$ cat src/hw/cpu_config.svh
// Core configuration for the 8-bit processor
// Bus widths and the reset vector location
`ifndef CPU_CONFIG_SVH
`define CPU_CONFIG_SVH

// address bus width in bits
`define CPU_ADDR_W 16

// data bus width in bits
`define CPU_DATA_W 8

// high byte of the reset vector, low byte follows
`define CPU_RESET_VECTOR 16'hFFFE

`endif

$ cat src/hw/cpu_bus_pkg.sv
// Memory bus types and the sequencer state set
`include "cpu_config.svh"

package cpu_bus_pkg;

	typedef logic [`CPU_ADDR_W-1:0] addr_t;
	typedef logic [`CPU_DATA_W-1:0] byte_t;

	// bus phases use _A address, _S strobe, _C capture
	typedef enum logic [4:0] {
		SEQ_RESET,
		SEQ_VEC_HI_A, SEQ_VEC_HI_S, SEQ_VEC_HI_C,
		SEQ_VEC_LO_A, SEQ_VEC_LO_S, SEQ_VEC_LO_C,
		SEQ_FETCH_A, SEQ_FETCH_S, SEQ_FETCH_C,
		SEQ_DECODE,
		SEQ_OPH_A, SEQ_OPH_S, SEQ_OPH_C,
		SEQ_OPL_A, SEQ_OPL_S, SEQ_OPL_C,
		SEQ_EXECUTE,
		SEQ_STORE_A, SEQ_STORE_S, SEQ_STORE_C,
		SEQ_BRANCH
	} seq_state_e;

endpackage

$ cat src/hw/cpu_isa_pkg.sv
// Instruction set types for the 8-bit core
// Opcodes, addressing modes, ALU operations, destinations and flags
`include "cpu_config.svh"

package cpu_isa_pkg;

	typedef logic [`CPU_DATA_W-1:0] opcode_t;

	// supported opcodes
	localparam opcode_t OP_LDA_IMM  = 8'h86;
	localparam opcode_t OP_LDB_IMM  = 8'hC6;
	localparam opcode_t OP_ADDA_IMM = 8'h8B;
	localparam opcode_t OP_SUBA_IMM = 8'h80;
	localparam opcode_t OP_ANDA_IMM = 8'h84;
	localparam opcode_t OP_STA_EXT  = 8'hB7;
	localparam opcode_t OP_STB_EXT  = 8'hF7;
	localparam opcode_t OP_JMP_EXT  = 8'h7E;
	localparam opcode_t OP_BEQ      = 8'h27;
	localparam opcode_t OP_BNE      = 8'h26;
	localparam opcode_t OP_NOP      = 8'h12;

	typedef enum logic [2:0] {
		MODE_NONE,	// unknown opcode, skipped
		MODE_INHERENT,
		MODE_IMMEDIATE,
		MODE_EXTENDED,
		MODE_REL8
	} addr_mode_e;

	typedef enum logic [1:0] {
		ALU_PASS,
		ALU_ADD,
		ALU_SUB,
		ALU_AND
	} alu_op_e;

	typedef enum logic [2:0] {
		DEST_NONE,
		DEST_A,
		DEST_B,
		DEST_MEM_A,	// store accumulator a
		DEST_MEM_B,	// store accumulator b
		DEST_PC
	} dest_e;

	// condition code bits, ordered n z v c
	typedef logic [3:0] flags_t;
	localparam int FLAG_N = 3;
	localparam int FLAG_Z = 2;
	localparam int FLAG_V = 1;
	localparam int FLAG_C = 0;

endpackage

$ cat src/hw/mem_bus_if.sv
// Memory bus between the sequencer and the core pins
// Fixed three-clock access, no back-pressure
`timescale 1ns/1ps

interface mem_bus_if;

	cpu_bus_pkg::addr_t addr;
	cpu_bus_pkg::byte_t wdata;
	cpu_bus_pkg::byte_t rdata;
	logic we;	// write strobe, one clock
	logic oe;	// read strobe, data valid next clock

	modport master (
		output addr,
		output wdata,
		output we,
		output oe,
		input  rdata
	);

	// pin side view, as the top level sees the bus
	modport pins (
		input  addr,
		input  wdata,
		input  we,
		input  oe,
		output rdata
	);

endinterface

$ cat src/hw/alu8.sv
// 8-bit ALU with condition code generation
// Add and subtract update all four flags, pass and and keep carry
`timescale 1ns/1ps

module alu8 (
	input  cpu_bus_pkg::byte_t   a_i,	// accumulator
	input  cpu_bus_pkg::byte_t   b_i,	// immediate operand
	input  cpu_isa_pkg::alu_op_e op_i,
	input  cpu_isa_pkg::flags_t  flags_i,
	output cpu_bus_pkg::byte_t   result_o,
	output cpu_isa_pkg::flags_t  flags_o
);

	localparam int MSB = $bits(cpu_bus_pkg::byte_t) - 1;

	cpu_bus_pkg::byte_t result;
	logic carry;

	always_comb
	begin
		carry = 1'b0;
		result = b_i;
		flags_o = flags_i;
		case (op_i)
			cpu_isa_pkg::ALU_ADD:
			begin
				{carry, result} = {1'b0, a_i} + {1'b0, b_i};
				flags_o[cpu_isa_pkg::FLAG_V] = (a_i[MSB] == b_i[MSB]) && (result[MSB] != a_i[MSB]);
				flags_o[cpu_isa_pkg::FLAG_C] = carry;
			end
			cpu_isa_pkg::ALU_SUB:
			begin
				{carry, result} = {1'b0, a_i} - {1'b0, b_i};	// carry is the borrow
				flags_o[cpu_isa_pkg::FLAG_V] = (a_i[MSB] != b_i[MSB]) && (result[MSB] != a_i[MSB]);
				flags_o[cpu_isa_pkg::FLAG_C] = carry;
			end
			cpu_isa_pkg::ALU_AND:
			begin
				result = a_i & b_i;
				flags_o[cpu_isa_pkg::FLAG_V] = 1'b0;
			end
			default:
			begin
				result = b_i;	// plain load
				flags_o[cpu_isa_pkg::FLAG_V] = 1'b0;
			end
		endcase
		flags_o[cpu_isa_pkg::FLAG_N] = result[MSB];
		flags_o[cpu_isa_pkg::FLAG_Z] = (result == '0);
	end

	assign result_o = result;

endmodule

$ cat src/hw/cpu_core_top.sv
// Top level of the 8-bit core
// Joins sequencer, decoder, ALU and registers and brings the bus out on pins
`timescale 1ns/1ps

module cpu_core_top (
	input  logic               k_clk,
	input  logic               k_reset,
	output cpu_bus_pkg::addr_t mem_addr_o,
	output cpu_bus_pkg::byte_t mem_data_o,
	input  cpu_bus_pkg::byte_t mem_data_i,
	output logic               mem_we_o,
	output logic               mem_oe_o
);

	mem_bus_if bus ();

	cpu_bus_pkg::byte_t opcode;
	cpu_bus_pkg::byte_t operand;
	cpu_bus_pkg::byte_t acc;
	cpu_bus_pkg::byte_t alu_result;
	cpu_bus_pkg::addr_t pc;
	cpu_bus_pkg::addr_t pc_next;
	cpu_isa_pkg::addr_mode_e mode;
	cpu_isa_pkg::alu_op_e alu_op;
	cpu_isa_pkg::dest_e dest;
	cpu_isa_pkg::flags_t flags;
	cpu_isa_pkg::flags_t alu_flags;
	logic cond;
	logic branch_taken;
	logic pc_load;
	logic pc_inc;
	logic acc_write;
	logic flags_write;

	cpu_sequencer cpu_sequencer_inst (
		.k_clk          (k_clk),
		.k_reset        (k_reset),
		.bus            (bus.master),
		.opcode_o       (opcode),
		.mode_i         (mode),
		.dest_i         (dest),
		.operand_o      (operand),
		.pc_i           (pc),
		.acc_i          (acc),
		.pc_load_o      (pc_load),
		.pc_next_o      (pc_next),
		.pc_inc_o       (pc_inc),
		.acc_write_o    (acc_write),
		.flags_write_o  (flags_write),
		.branch_taken_i (branch_taken)
	);

	instr_decoder instr_decoder_inst (
		.opcode_i (opcode),
		.mode_o   (mode),
		.alu_op_o (alu_op),
		.dest_o   (dest),
		.cond_o   (cond)
	);

	alu8 alu8_inst (
		.a_i      (acc),
		.b_i      (operand),
		.op_i     (alu_op),
		.flags_i  (flags),
		.result_o (alu_result),
		.flags_o  (alu_flags)
	);

	reg_file reg_file_inst (
		.k_clk          (k_clk),
		.k_reset        (k_reset),
		.dest_i         (dest),
		.result_i       (alu_result),
		.flags_i        (alu_flags),
		.acc_write_i    (acc_write),
		.flags_write_i  (flags_write),
		.pc_load_i      (pc_load),
		.pc_next_i      (pc_next),
		.pc_inc_i       (pc_inc),
		.cond_i         (cond),
		.acc_o          (acc),
		.flags_o        (flags),
		.pc_o           (pc),
		.branch_taken_o (branch_taken)
	);

	// pin side of the bus
	assign mem_addr_o = bus.addr;
	assign mem_data_o = bus.wdata;
	assign mem_we_o = bus.we;
	assign mem_oe_o = bus.oe;
	assign bus.rdata = mem_data_i;

endmodule

$ cat src/hw/cpu_sequencer.sv
// Main sequencer of the core
// Runs the vector load, opcode and operand fetches, stores and branches.
// Every bus access is address, strobe and capture on three clocks
`timescale 1ns/1ps
`include "cpu_config.svh"

module cpu_sequencer (
	input  logic                    k_clk,
	input  logic                    k_reset,
	mem_bus_if.master               bus,
	output cpu_bus_pkg::byte_t      opcode_o,
	input  cpu_isa_pkg::addr_mode_e mode_i,
	input  cpu_isa_pkg::dest_e      dest_i,
	output cpu_bus_pkg::byte_t      operand_o,
	input  cpu_bus_pkg::addr_t      pc_i,
	input  cpu_bus_pkg::byte_t      acc_i,
	output logic                    pc_load_o,
	output cpu_bus_pkg::addr_t      pc_next_o,
	output logic                    pc_inc_o,
	output logic                    acc_write_o,
	output logic                    flags_write_o,
	input  logic                    branch_taken_i
);

	cpu_bus_pkg::seq_state_e state, state_d;
	cpu_bus_pkg::byte_t opcode_q;
	cpu_bus_pkg::byte_t operand_q;
	cpu_bus_pkg::addr_t ea_q;	// vector value or extended address
	logic is_store;

	assign is_store = (dest_i == cpu_isa_pkg::DEST_MEM_A) || (dest_i == cpu_isa_pkg::DEST_MEM_B);

	always_ff @(posedge k_clk or posedge k_reset)
	begin
		if (k_reset)
			state <= cpu_bus_pkg::SEQ_RESET;
		else
			state <= state_d;
	end

	always_ff @(posedge k_clk)
	begin
		case (state)
			cpu_bus_pkg::SEQ_VEC_HI_C, cpu_bus_pkg::SEQ_OPH_C:
				ea_q[`CPU_ADDR_W-1:`CPU_DATA_W] <= bus.rdata;
			cpu_bus_pkg::SEQ_FETCH_C:
				opcode_q <= bus.rdata;
			cpu_bus_pkg::SEQ_OPL_C:
			begin
				operand_q <= bus.rdata;	// immediate value or branch offset
				ea_q[`CPU_DATA_W-1:0] <= bus.rdata;
			end
			default:
				ea_q <= ea_q;
		endcase
	end

	always_comb
	begin
		state_d = state;
		pc_load_o = 1'b0;
		pc_inc_o = 1'b0;
		acc_write_o = 1'b0;
		flags_write_o = 1'b0;
		pc_next_o = ea_q;
		case (state)
			cpu_bus_pkg::SEQ_RESET:    state_d = cpu_bus_pkg::SEQ_VEC_HI_A;
			cpu_bus_pkg::SEQ_VEC_HI_A: state_d = cpu_bus_pkg::SEQ_VEC_HI_S;
			cpu_bus_pkg::SEQ_VEC_HI_S: state_d = cpu_bus_pkg::SEQ_VEC_HI_C;
			cpu_bus_pkg::SEQ_VEC_HI_C: state_d = cpu_bus_pkg::SEQ_VEC_LO_A;
			cpu_bus_pkg::SEQ_VEC_LO_A: state_d = cpu_bus_pkg::SEQ_VEC_LO_S;
			cpu_bus_pkg::SEQ_VEC_LO_S: state_d = cpu_bus_pkg::SEQ_VEC_LO_C;
			cpu_bus_pkg::SEQ_VEC_LO_C:
			begin
				pc_load_o = 1'b1;
				pc_next_o = {ea_q[`CPU_ADDR_W-1:`CPU_DATA_W], bus.rdata};
				state_d = cpu_bus_pkg::SEQ_FETCH_A;
			end
			cpu_bus_pkg::SEQ_FETCH_A:  state_d = cpu_bus_pkg::SEQ_FETCH_S;
			cpu_bus_pkg::SEQ_FETCH_S:  state_d = cpu_bus_pkg::SEQ_FETCH_C;
			cpu_bus_pkg::SEQ_FETCH_C:
			begin
				pc_inc_o = 1'b1;
				state_d = cpu_bus_pkg::SEQ_DECODE;
			end
			cpu_bus_pkg::SEQ_DECODE:
				case (mode_i)
					cpu_isa_pkg::MODE_IMMEDIATE, cpu_isa_pkg::MODE_REL8:
						state_d = cpu_bus_pkg::SEQ_OPL_A;
					cpu_isa_pkg::MODE_EXTENDED:
						state_d = cpu_bus_pkg::SEQ_OPH_A;
					default:
						state_d = cpu_bus_pkg::SEQ_FETCH_A;	// nop or unknown opcode
				endcase
			cpu_bus_pkg::SEQ_OPH_A:    state_d = cpu_bus_pkg::SEQ_OPH_S;
			cpu_bus_pkg::SEQ_OPH_S:    state_d = cpu_bus_pkg::SEQ_OPH_C;
			cpu_bus_pkg::SEQ_OPH_C:
			begin
				pc_inc_o = 1'b1;
				state_d = cpu_bus_pkg::SEQ_OPL_A;
			end
			cpu_bus_pkg::SEQ_OPL_A:    state_d = cpu_bus_pkg::SEQ_OPL_S;
			cpu_bus_pkg::SEQ_OPL_S:    state_d = cpu_bus_pkg::SEQ_OPL_C;
			cpu_bus_pkg::SEQ_OPL_C:
			begin
				pc_inc_o = 1'b1;
				if (mode_i == cpu_isa_pkg::MODE_REL8)
					state_d = cpu_bus_pkg::SEQ_BRANCH;
				else if ((mode_i == cpu_isa_pkg::MODE_EXTENDED) && is_store)
					state_d = cpu_bus_pkg::SEQ_STORE_A;
				else
					state_d = cpu_bus_pkg::SEQ_EXECUTE;
			end
			cpu_bus_pkg::SEQ_EXECUTE:
			begin
				if (dest_i == cpu_isa_pkg::DEST_PC)
					pc_load_o = 1'b1;	// jmp to ea_q
				else
				begin
					acc_write_o = 1'b1;
					flags_write_o = 1'b1;
				end
				state_d = cpu_bus_pkg::SEQ_FETCH_A;
			end
			cpu_bus_pkg::SEQ_STORE_A:  state_d = cpu_bus_pkg::SEQ_STORE_S;
			cpu_bus_pkg::SEQ_STORE_S:  state_d = cpu_bus_pkg::SEQ_STORE_C;
			cpu_bus_pkg::SEQ_STORE_C:  state_d = cpu_bus_pkg::SEQ_FETCH_A;	// flags untouched
			cpu_bus_pkg::SEQ_BRANCH:
			begin
				// pc already points past the offset byte
				pc_next_o = pc_i + {{`CPU_DATA_W{operand_q[`CPU_DATA_W-1]}}, operand_q};
				pc_load_o = branch_taken_i;
				state_d = cpu_bus_pkg::SEQ_FETCH_A;
			end
			default:                   state_d = cpu_bus_pkg::SEQ_RESET;
		endcase
	end

	always_comb
	begin
		case (state)
			cpu_bus_pkg::SEQ_VEC_HI_A, cpu_bus_pkg::SEQ_VEC_HI_S, cpu_bus_pkg::SEQ_VEC_HI_C:
				bus.addr = `CPU_RESET_VECTOR;
			cpu_bus_pkg::SEQ_VEC_LO_A, cpu_bus_pkg::SEQ_VEC_LO_S, cpu_bus_pkg::SEQ_VEC_LO_C:
				bus.addr = `CPU_RESET_VECTOR + 16'd1;
			cpu_bus_pkg::SEQ_STORE_A, cpu_bus_pkg::SEQ_STORE_S, cpu_bus_pkg::SEQ_STORE_C:
				bus.addr = ea_q;
			default:
				bus.addr = pc_i;	// fetches run from the pc
		endcase
	end

	assign bus.oe = (state == cpu_bus_pkg::SEQ_VEC_HI_S) || (state == cpu_bus_pkg::SEQ_VEC_LO_S) ||
		(state == cpu_bus_pkg::SEQ_FETCH_S) || (state == cpu_bus_pkg::SEQ_OPH_S) ||
		(state == cpu_bus_pkg::SEQ_OPL_S);
	assign bus.we = (state == cpu_bus_pkg::SEQ_STORE_S);
	assign bus.wdata = acc_i;
	assign opcode_o = opcode_q;
	assign operand_o = operand_q;

endmodule

$ cat src/hw/instr_decoder.sv
// Opcode decoder
// Maps the supported opcodes onto mode, ALU operation and destination
`timescale 1ns/1ps

module instr_decoder (
	input  cpu_bus_pkg::byte_t      opcode_i,
	output cpu_isa_pkg::addr_mode_e mode_o,
	output cpu_isa_pkg::alu_op_e    alu_op_o,
	output cpu_isa_pkg::dest_e      dest_o,
	output logic                    cond_o	// 1 for beq, 0 for bne
);

	always_comb
	begin
		mode_o = cpu_isa_pkg::MODE_NONE;	// anything unlisted is skipped
		alu_op_o = cpu_isa_pkg::ALU_PASS;
		dest_o = cpu_isa_pkg::DEST_NONE;
		cond_o = 1'b0;
		case (opcode_i)
			cpu_isa_pkg::OP_LDA_IMM:
			begin
				mode_o = cpu_isa_pkg::MODE_IMMEDIATE;
				dest_o = cpu_isa_pkg::DEST_A;
			end
			cpu_isa_pkg::OP_LDB_IMM:
			begin
				mode_o = cpu_isa_pkg::MODE_IMMEDIATE;
				dest_o = cpu_isa_pkg::DEST_B;
			end
			cpu_isa_pkg::OP_ADDA_IMM:
			begin
				mode_o = cpu_isa_pkg::MODE_IMMEDIATE;
				alu_op_o = cpu_isa_pkg::ALU_ADD;
				dest_o = cpu_isa_pkg::DEST_A;
			end
			cpu_isa_pkg::OP_SUBA_IMM:
			begin
				mode_o = cpu_isa_pkg::MODE_IMMEDIATE;
				alu_op_o = cpu_isa_pkg::ALU_SUB;
				dest_o = cpu_isa_pkg::DEST_A;
			end
			cpu_isa_pkg::OP_ANDA_IMM:
			begin
				mode_o = cpu_isa_pkg::MODE_IMMEDIATE;
				alu_op_o = cpu_isa_pkg::ALU_AND;
				dest_o = cpu_isa_pkg::DEST_A;
			end
			cpu_isa_pkg::OP_STA_EXT:
			begin
				mode_o = cpu_isa_pkg::MODE_EXTENDED;
				dest_o = cpu_isa_pkg::DEST_MEM_A;
			end
			cpu_isa_pkg::OP_STB_EXT:
			begin
				mode_o = cpu_isa_pkg::MODE_EXTENDED;
				dest_o = cpu_isa_pkg::DEST_MEM_B;
			end
			cpu_isa_pkg::OP_JMP_EXT:
			begin
				mode_o = cpu_isa_pkg::MODE_EXTENDED;
				dest_o = cpu_isa_pkg::DEST_PC;
			end
			cpu_isa_pkg::OP_BEQ, cpu_isa_pkg::OP_BNE:
			begin
				mode_o = cpu_isa_pkg::MODE_REL8;
				dest_o = cpu_isa_pkg::DEST_PC;
				cond_o = (opcode_i == cpu_isa_pkg::OP_BEQ);
			end
			cpu_isa_pkg::OP_NOP:
				mode_o = cpu_isa_pkg::MODE_INHERENT;
			default:
				mode_o = cpu_isa_pkg::MODE_NONE;
		endcase
	end

endmodule

$ cat src/hw/reg_file.sv
// Programmer visible state of the core
// Accumulators a and b, condition flags and the program counter
`timescale 1ns/1ps

module reg_file (
	input  logic                k_clk,
	input  logic                k_reset,
	input  cpu_isa_pkg::dest_e  dest_i,
	input  cpu_bus_pkg::byte_t  result_i,
	input  cpu_isa_pkg::flags_t flags_i,
	input  logic                acc_write_i,
	input  logic                flags_write_i,
	input  logic                pc_load_i,
	input  cpu_bus_pkg::addr_t  pc_next_i,
	input  logic                pc_inc_i,
	input  logic                cond_i,
	output cpu_bus_pkg::byte_t  acc_o,
	output cpu_isa_pkg::flags_t flags_o,
	output cpu_bus_pkg::addr_t  pc_o,
	output logic                branch_taken_o
);

	cpu_bus_pkg::byte_t acc_a;
	cpu_bus_pkg::byte_t acc_b;
	cpu_isa_pkg::flags_t flags;
	cpu_bus_pkg::addr_t pc;

	always_ff @(posedge k_clk or posedge k_reset)
	begin
		if (k_reset)
		begin
			acc_a <= '0;
			acc_b <= '0;
			flags <= '0;
		end
		else
		begin
			if (acc_write_i && (dest_i == cpu_isa_pkg::DEST_A))
				acc_a <= result_i;
			if (acc_write_i && (dest_i == cpu_isa_pkg::DEST_B))
				acc_b <= result_i;
			if (flags_write_i)
				flags <= flags_i;
		end
	end

	// first loaded from the reset vector
	always_ff @(posedge k_clk)
	begin
		if (pc_load_i)
			pc <= pc_next_i;
		else if (pc_inc_i)
			pc <= pc + 1'b1;
	end

	// stores read the same accumulator they name
	assign acc_o = ((dest_i == cpu_isa_pkg::DEST_B) || (dest_i == cpu_isa_pkg::DEST_MEM_B)) ?
		acc_b : acc_a;
	assign flags_o = flags;
	assign pc_o = pc;
	assign branch_taken_o = (flags[cpu_isa_pkg::FLAG_Z] == cond_i);	// beq on z set and bne on z clear

endmodule
$ cat config.mk
export PLATFORM = sky130hd
export DESIGN_NAME = cpu_core_top
export DESIGN_NICKNAME = d
export VERILOG_FILES = /design/src/hw/cpu_bus_pkg.sv /design/src/hw/cpu_isa_pkg.sv /design/src/hw/mem_bus_if.sv /design/src/hw/alu8.sv /design/src/hw/cpu_core_top.sv /design/src/hw/cpu_sequencer.sv /design/src/hw/instr_decoder.sv /design/src/hw/reg_file.sv
export VERILOG_INCLUDE_DIRS = /design/src /design/src/hw
export SDC_FILE = /design/constraint.sdc
export NUM_CORES = 1
export LEC_CHECK = 0
export ABC_AREA = 1
export BUFFER_PORTS_ARGS = -buffer_cell sky130_fd_sc_hd__clkbuf_2
export CELL_PAD_IN_SITES_DETAIL_PLACEMENT = 1
export CELL_PAD_IN_SITES_GLOBAL_PLACEMENT = 1
export CORE_MARGIN = 4
export CORE_UTILIZATION = 45
export DETAILED_ROUTE_END_ITERATION = 8
export PLACE_DENSITY_LB_ADDON = 0.1
export SLEW_MARGIN = 20
export SYNTH_ARGS = -nofsm -noshare
export SYNTH_HDL_FRONTEND = slang
export SYNTH_SLANG_ARGS = --single-unit
$ cat constraint.sdc
create_clock -name k_clk -period 3.96 [get_ports k_clk]
set_input_delay 0.792 -clock k_clk [delete_from_list [all_inputs] [get_ports k_clk]]
set_output_delay 0.792 -clock k_clk [all_outputs]
set_load 0.01 [all_outputs]
Word level (Yosys, flattened, before mapping)

Cells that the tools add are included.

Bits in registers: 63
Bits of input ports: 10
Output and inout port bits: 26
Word-level logic and storage cells: 107

Add/subtract/negate cells: 4
Reductions and logical operators: 26
Mux-type cells: 20
Eq/ne operators: 48
Bitwise logic cells: 1

Operator list:

| cell                                                             | number |
|---|---|
| 5-bit case mux with 19 select lines                              | 1 |
| 8-bit == test (second input constant)                            | 7 |
| 16-bit case mux with 3 select lines                              | 1 |
| 5-bit by 4-bit == test with 1-bit output (second input constant) | 8 |
| 16-bit 2-to-1 mux                                                | 2 |
| 16-bit case mux with 2 select lines                              | 1 |
| 5-bit == test (second input constant)                            | 6 |
| 8-bit case mux with 3 select lines                               | 1 |
| 5-bit by 3-bit == test with 1-bit output (second input constant) | 4 |
| 3-bit OR reduction                                               | 6 |
| 16-bit by 1-bit adder with 16-bit output (second input constant) | 1 |
| 16-bit adder                                                     | 1 |
| 8-bit by 6-bit == test with 1-bit output (second input constant) | 2 |
| 3-bit case mux with 5 select lines                               | 1 |
| 3-bit by 2-bit == test with 1-bit output (second input constant) | 4 |
| 3-bit case mux with 4 select lines                               | 1 |
| 5-bit by 2-bit == test with 1-bit output (second input constant) | 2 |
| 3-bit == test (second input constant)                            | 3 |
| 8-bit adder                                                      | 1 |
| 8-bit bitwise AND                                                | 1 |
| 8-bit by 5-bit == test with 1-bit output (second input constant) | 1 |
| 8-bit by 7-bit == test with 1-bit output (second input constant) | 1 |
| 8-bit logical NOT                                                | 1 |
| 8-bit 2-to-1 mux                                                 | 1 |
| other kinds (21)                                                 | 41 |

Logic depth before layout (Yosys ltp)

Word-level depth: 10
Gate-level depth with buffers: 24
Mapped depth without buffers: 24

Hierarchy

Synthesis repeated with hierarchy kept, for this count alone.

Cells, all modules: 934
Area, all modules: 6357.3 um^2

By module, submodules not included:

| module        | cells each | area an instance (um^2) | sequential area each (um^2) | times used |
|---|---|---|---|---|
| cpu_sequencer | 422        | 2871.5                  | 845.8                       | 1 |
| reg_file      | 235        | 2045.7                  | 980.9                       | 1 |
| alu8          | 217        | 1164.9                  | 0.0                         | 1 |
| instr_decoder | 60         | 275.3                   | 0.0                         | 1 |

Worst setup path before layout

No wires, ideal clock.

Path kind: register to register
From: reg cpu_sequencer_inst.opcode_q[3], in the netlist cpu_sequencer_inst.opcode_o[3]
To: reg reg_file_inst.acc_b[7]
Path slack: 0.850 ns
Buffers on the path: 2
Setup time: 0.131 ns
Required time: 3.829 ns
Arrival time: 2.979 ns
Clock period less this slack: 3.110 ns
Cell stages (with the launch flop): 21
Path through: edfxtp_1 inv_1 nand4_1 inv_1 nand4_1 nand2_1 nor2_1 a21oi_1 buf_4 o21ai_0 ha_1 buf_2 inv_1 a21oi_1 nand2_1 nand3_1 nand3_1 nand3_1 nand3_1 nor2_1 o21ai_0

Longest elaborated chain between the ends: 8
Elaborated cells on any way between the ends: 29
Classes of those cells: add/sub: 2; eq/ne: 16; mux: 6; bitwise: 1; reduce/logical: 4

Ends and longest elaborated chain:

| what                                                                      | line                   | source |
|---|---|---|
| from (decl)                                                               | cpu_sequencer.sv:26    | `cpu_bus_pkg::byte_t opcode_q;` |
| from (signal assigned)                                                    | cpu_sequencer.sv:47    | `opcode_q <= bus.rdata;` |
| 8-bit == test (tied with other cells)                                     | instr_decoder.sv:19    | `case (opcode_i)` |
| 4-bit OR reduction (no line) or 3-bit OR reduction (tied branches)        | --                     |  |
| 3-bit case mux with 5 select lines *                                      | instr_decoder.sv:19    |  |
| 3-bit by 2-bit == test with 1-bit output or 3-bit == test (tied branches) | reg_file.sv:57         | `assign acc_o = ((dest_i == cpu_isa_pkg::DEST_B) \|\| (dest_i == cpu_isa_pkg::DEST_MEM_B)) ?` |
| 1-bit logical OR *                                                        | reg_file.sv:57         |  |
| 8-bit 2-to-1 mux *                                                        | reg_file.sv:57         |  |
| via mem_data_o[2]                                                         | cpu_core_top.sv:9      | `output cpu_bus_pkg::byte_t mem_data_o,` |
| 8-bit subtractor or 8-bit adder (tied branches)                           | alu8.sv:33, alu8.sv:27 |  |
| 8-bit case mux with 3 select lines *                                      | alu8.sv:24             | `case (op_i)` |
| to (signal assigned)                                                      | reg_file.sv:41         | `acc_b <= result_i;` |
| to (decl)                                                                 | reg_file.sv:24         | `cpu_bus_pkg::byte_t acc_b;` |

The timed path passes the listed nets; every way through them passes the cells marked *.
A chain may end at the register's enable or synchronous reset.

Worst setup path after layout

From: reg cpu_sequencer_inst.opcode_q[1], in the netlist cpu_sequencer_inst.opcode_o[1]
To: reg reg_file_inst.acc_b[6]

Longest elaborated chain between the ends: 8
Elaborated cells on any way between the ends: 29
Classes of those cells: add/sub: 2; eq/ne: 16; mux: 6; bitwise: 1; reduce/logical: 4

Ends and longest elaborated chain:

| what                                                                      | line                           | source |
|---|---|---|
| 8-bit == test (tied with other cells)                                     | instr_decoder.sv:19            |  |
| 4-bit OR reduction (no line) or 3-bit OR reduction (tied branches)        | --                             |  |
| 3-bit case mux with 5 select lines                                        | instr_decoder.sv:19            |  |
| 3-bit by 2-bit == test with 1-bit output or 3-bit == test (tied branches) | reg_file.sv:40, reg_file.sv:57 |  |
| 1-bit logical OR                                                          | reg_file.sv:57                 |  |
| 8-bit 2-to-1 mux                                                          | reg_file.sv:57                 |  |
| 8-bit subtractor (tied with other cells)                                  | alu8.sv:33                     | `{carry, result} = {1'b0, a_i} - {1'b0, b_i};` |
| 8-bit case mux with 3 select lines                                        | alu8.sv:24                     |  |

Several ways; a longest one is shown, not always the timed one.

==> flow_summary_export.csv <==
group,metric,value,unit
min_path,worstHoldPathType,"reg2reg",
sta,hold_viol_final,0,
drt,detail-route-antenna-nets,0,
grt,overflow,0,
clock_network,clk_pin_slew,0.05,ns
worst_setup_path,slowest_delay,0.65,ns
drt,drtIter0Drc,348,
finish,n_antenna_cell,0,
grt,track_usage,27.2,%
yosys,ys_seq_area_share,33.2,%
drt,route.detailed.drc,0,
clock_network,cts.hold.buffers_added,0,
clock_network,root_buffer,"clkbuf_16",
sta,max_slew_margin,41.8,%
sta,layout_min_cycle_time,3.68,ns
pwr,power_density,543,mW/mm^2
sta,fmax,271,MHz
place,dp.cells,919,
sta,setup-violations-final,0,
grt,antenna_found_initial,0,
min_path,whs_path_depth,2,
floorplan,chipWidth,116,um
worst_setup_path,cp_slowest_cell,"o21ai_0",
sta,worst_slew_pin_slew,0.873,ns
floorplan,fp-row-count,39,
finish,final_cells,935,
yosys,synth_fp_nets,791,
worst_setup_path,cp.required,4.19,ns
floorplan,core-area,0.0115,mm^2
clock_network,clock-sinks,62,
sta,setup_tns,0,ns
grt,grt_pass1_wl,28600,um
place,gp_congestion,0.938,
job,cap_viol_max_count,0,
clock_network,clock_latency,0.33,ns
sta,slew_violations,0,
drt,vias,5340,
yosys,synth_edf_count,40,
yosys,synthArstFlopShare,35.5,%
floorplan,start_util,46.0,%
worst_setup_path,path_class,"reg2reg",
grt,grt_pass1_vias,5458,
pwr,leakage,2.86,nW
finish,final_common_cell,"nand2_1",
finish,drive_gt1_share,9.60,%
pwr,peakVddDrop,288,uV
worst_setup_path,path_cells,"nand4_1, inv_1, nand4_1, nand2_1, nor2_1, a21oi_1, buf_4, o21ai_0, ha_1, inv_1, nor2_1, nand4_1, nand3_1, nand2_1, nand3_1, nand3b_1, o21ai_0, o21ai_0",
yosys,syn_inst,746,
grt,grt_max_degree,28,
finish,layout_common_cells,"201 x nand2_1, 104 x inv_1, 69 x nand3_1, 61 x nor2_1, 58 x o21ai_0",
floorplan,die_y,116,um
drt,wl_per_cell,18.9,um
place,hpwl,14000,um
finish,nets,832,
drt,drt-total-wl,17700,um
yosys,synth_warnings,0,
clock_network,post_cts_buffers,0,
sta,post-route-period-util,93.1,%
place,io_buffers,35,
finish,syn2layout_area_growth,12.5,%
clock_network,clock_path_buffers,2,
outcome,status,"complete, no violations",
yosys,synth_cell_types,46,
floorplan,die_area,0.0135,mm^2
sta,fin_skew,0.00913,ns
drt,vias_per_cell,5.71,
worst_setup_path,cp.arrival,3.91,ns
clock_network,cts_tree,"yes",
worst_setup_path,end_kind,"register",
yosys,syn-cell-area,0.00528,mm^2
worst_setup_path,crit_fanout,16,
yosys,synth_seq_cells,62,
sta,rsz0062_at_grt,"false",
clock_network,htree_num_levels,3,
worst_setup_path,cp-start-kind,"register",
floorplan,ioPinCount,36,
yosys,synth_ff_type,"edfxtp_1",
worst_setup_path,r2r_cells,18,
yosys,avgSynthCellArea,7.08,um^2
clock_network,cts-buffers-inserted,9,
drt,dr.pass1.iters,5,
-- critical path, delay by kind of cell (launching register included) --
family	cells	cell delay, ns
buffers and inverters	3	0.45
and+or+nand+nor	10	1.06
AOI/OAI and AO/OA	4	1.14
DFF	1	0.47
adders and majority gates	1	0.45
-- final timing paths --
kind	slack, ns	endpoint	from
hold reg to reg	0.49	reg_file_inst.acc_a[4]	reg_file_inst.acc_a[4]
min in group asynchronous	0.61	cpu_sequencer_inst.state[4]	k_reset
max in group asynchronous	2.79	reg_file_inst.acc_b[0]	k_reset
hold / removal	0.49	reg_file_inst.acc_a[4]	reg_file_inst.acc_a[4]
setup / recovery	0.28	reg_file_inst.acc_b[6]	cpu_sequencer_inst.opcode_o[1]
setup reg to reg	0.28	reg_file_inst.acc_b[6]	cpu_sequencer_inst.opcode_o[1]
-- per-stage QoR --
stage / hold WS [ns] / area (um^2) / total power, mW / setup WS [ns] / utilization [%]
global placement: 0.467 / 5610 / 2.34 / 0.429 / 48.9
CTS: 0.495 / 5920 / 3.22 / 0.232 / 51.6
detailed placement: 0.481 / 5610 / 2.40 / 0.256 / 48.9
global route: 0.522 / 5940 / 3.44 / 0.0316 / 51.8
finish: 0.490 / 5940 / 3.22 / 0.275 / 51.8
floorplan: 0.453 / 5280 / 1.90 / 0.850 / -
-- power by group --
part / internal [mW] / switching, mW / total, mW
combinational: 0.474 / 0.948 / 1.42
sequential: 0.860 / 0.135 / 0.995
clock: 0.518 / 0.289 / 0.807
total: 1.85 / 1.37 / 3.22
-- cells in the mapped netlist, drive strengths merged (3+ instances only) --
library cell  count  area (um^2)
ha               32          400
o21ai            71          367
edfxtp           40         1200
xor2             14          123
nor4              6         37.5
o211ai            6         45.0
nor2             65          265
a21oi            32          160
xnor2             5         43.8
nor3              8         40.0
nand2           206          801
inv             105          394
nand4            20          125
nand3            71          373
fa                3         60.1
dfrtp            22          551
o21bai            4         30.0
buf              11         78.8
nand3b            7         52.6
-- final cells by class --
class / count / area [um^2]
well taps: 143 / 179
clock inverters: 3 / 22.5
repair buffers: 43 / 235
inverters: 105 / 394
clock buffers: 13 / 293
flip-flops and latches: 62 / 1750
multi-input cells: 566 / 3060
fillers: 1497 / 5530
-- routing by layer --
metal  wire (um)  global-route usage [%]
met1        8440                    39.7
met2        8140                    43.5
met3         907                    3.32
met4         201                    5.80
met5           0                       0
-- state kept, by name, indices dropped and copies added, names as in the netlist --
signal and flops:
reg_file_inst.flags_o 1, cpu_sequencer_inst.state 5, cpu_sequencer_inst.opcode_o 8, cpu_sequencer_inst.ea_q 8, reg_file_inst.pc_o 16, cpu_sequencer_inst.operand_o 8
reg_file_inst.acc_b 8, reg_file_inst.acc_a 8
-- logic make-up after synthesis --
logic type               synth area share (%)
AND/OR/NAND/NOR                          32.4
XOR/XNOR                                 3.15
AO/OA/AOI/OAI                            13.4
adder cells (fa/ha/maj)                  8.72
buffers and inverters                    9.10
flip-flops                               33.2
-- timing repair --
| action | CTS | global route |
|---|---|---|
| hold endpoints to repair | 0 | 0 |
| endpoints found under the setup margin | 0 | 7 |
| resized for setup | 0 | 7 |
Note: power is estimated with default switching activity, not from simulation.
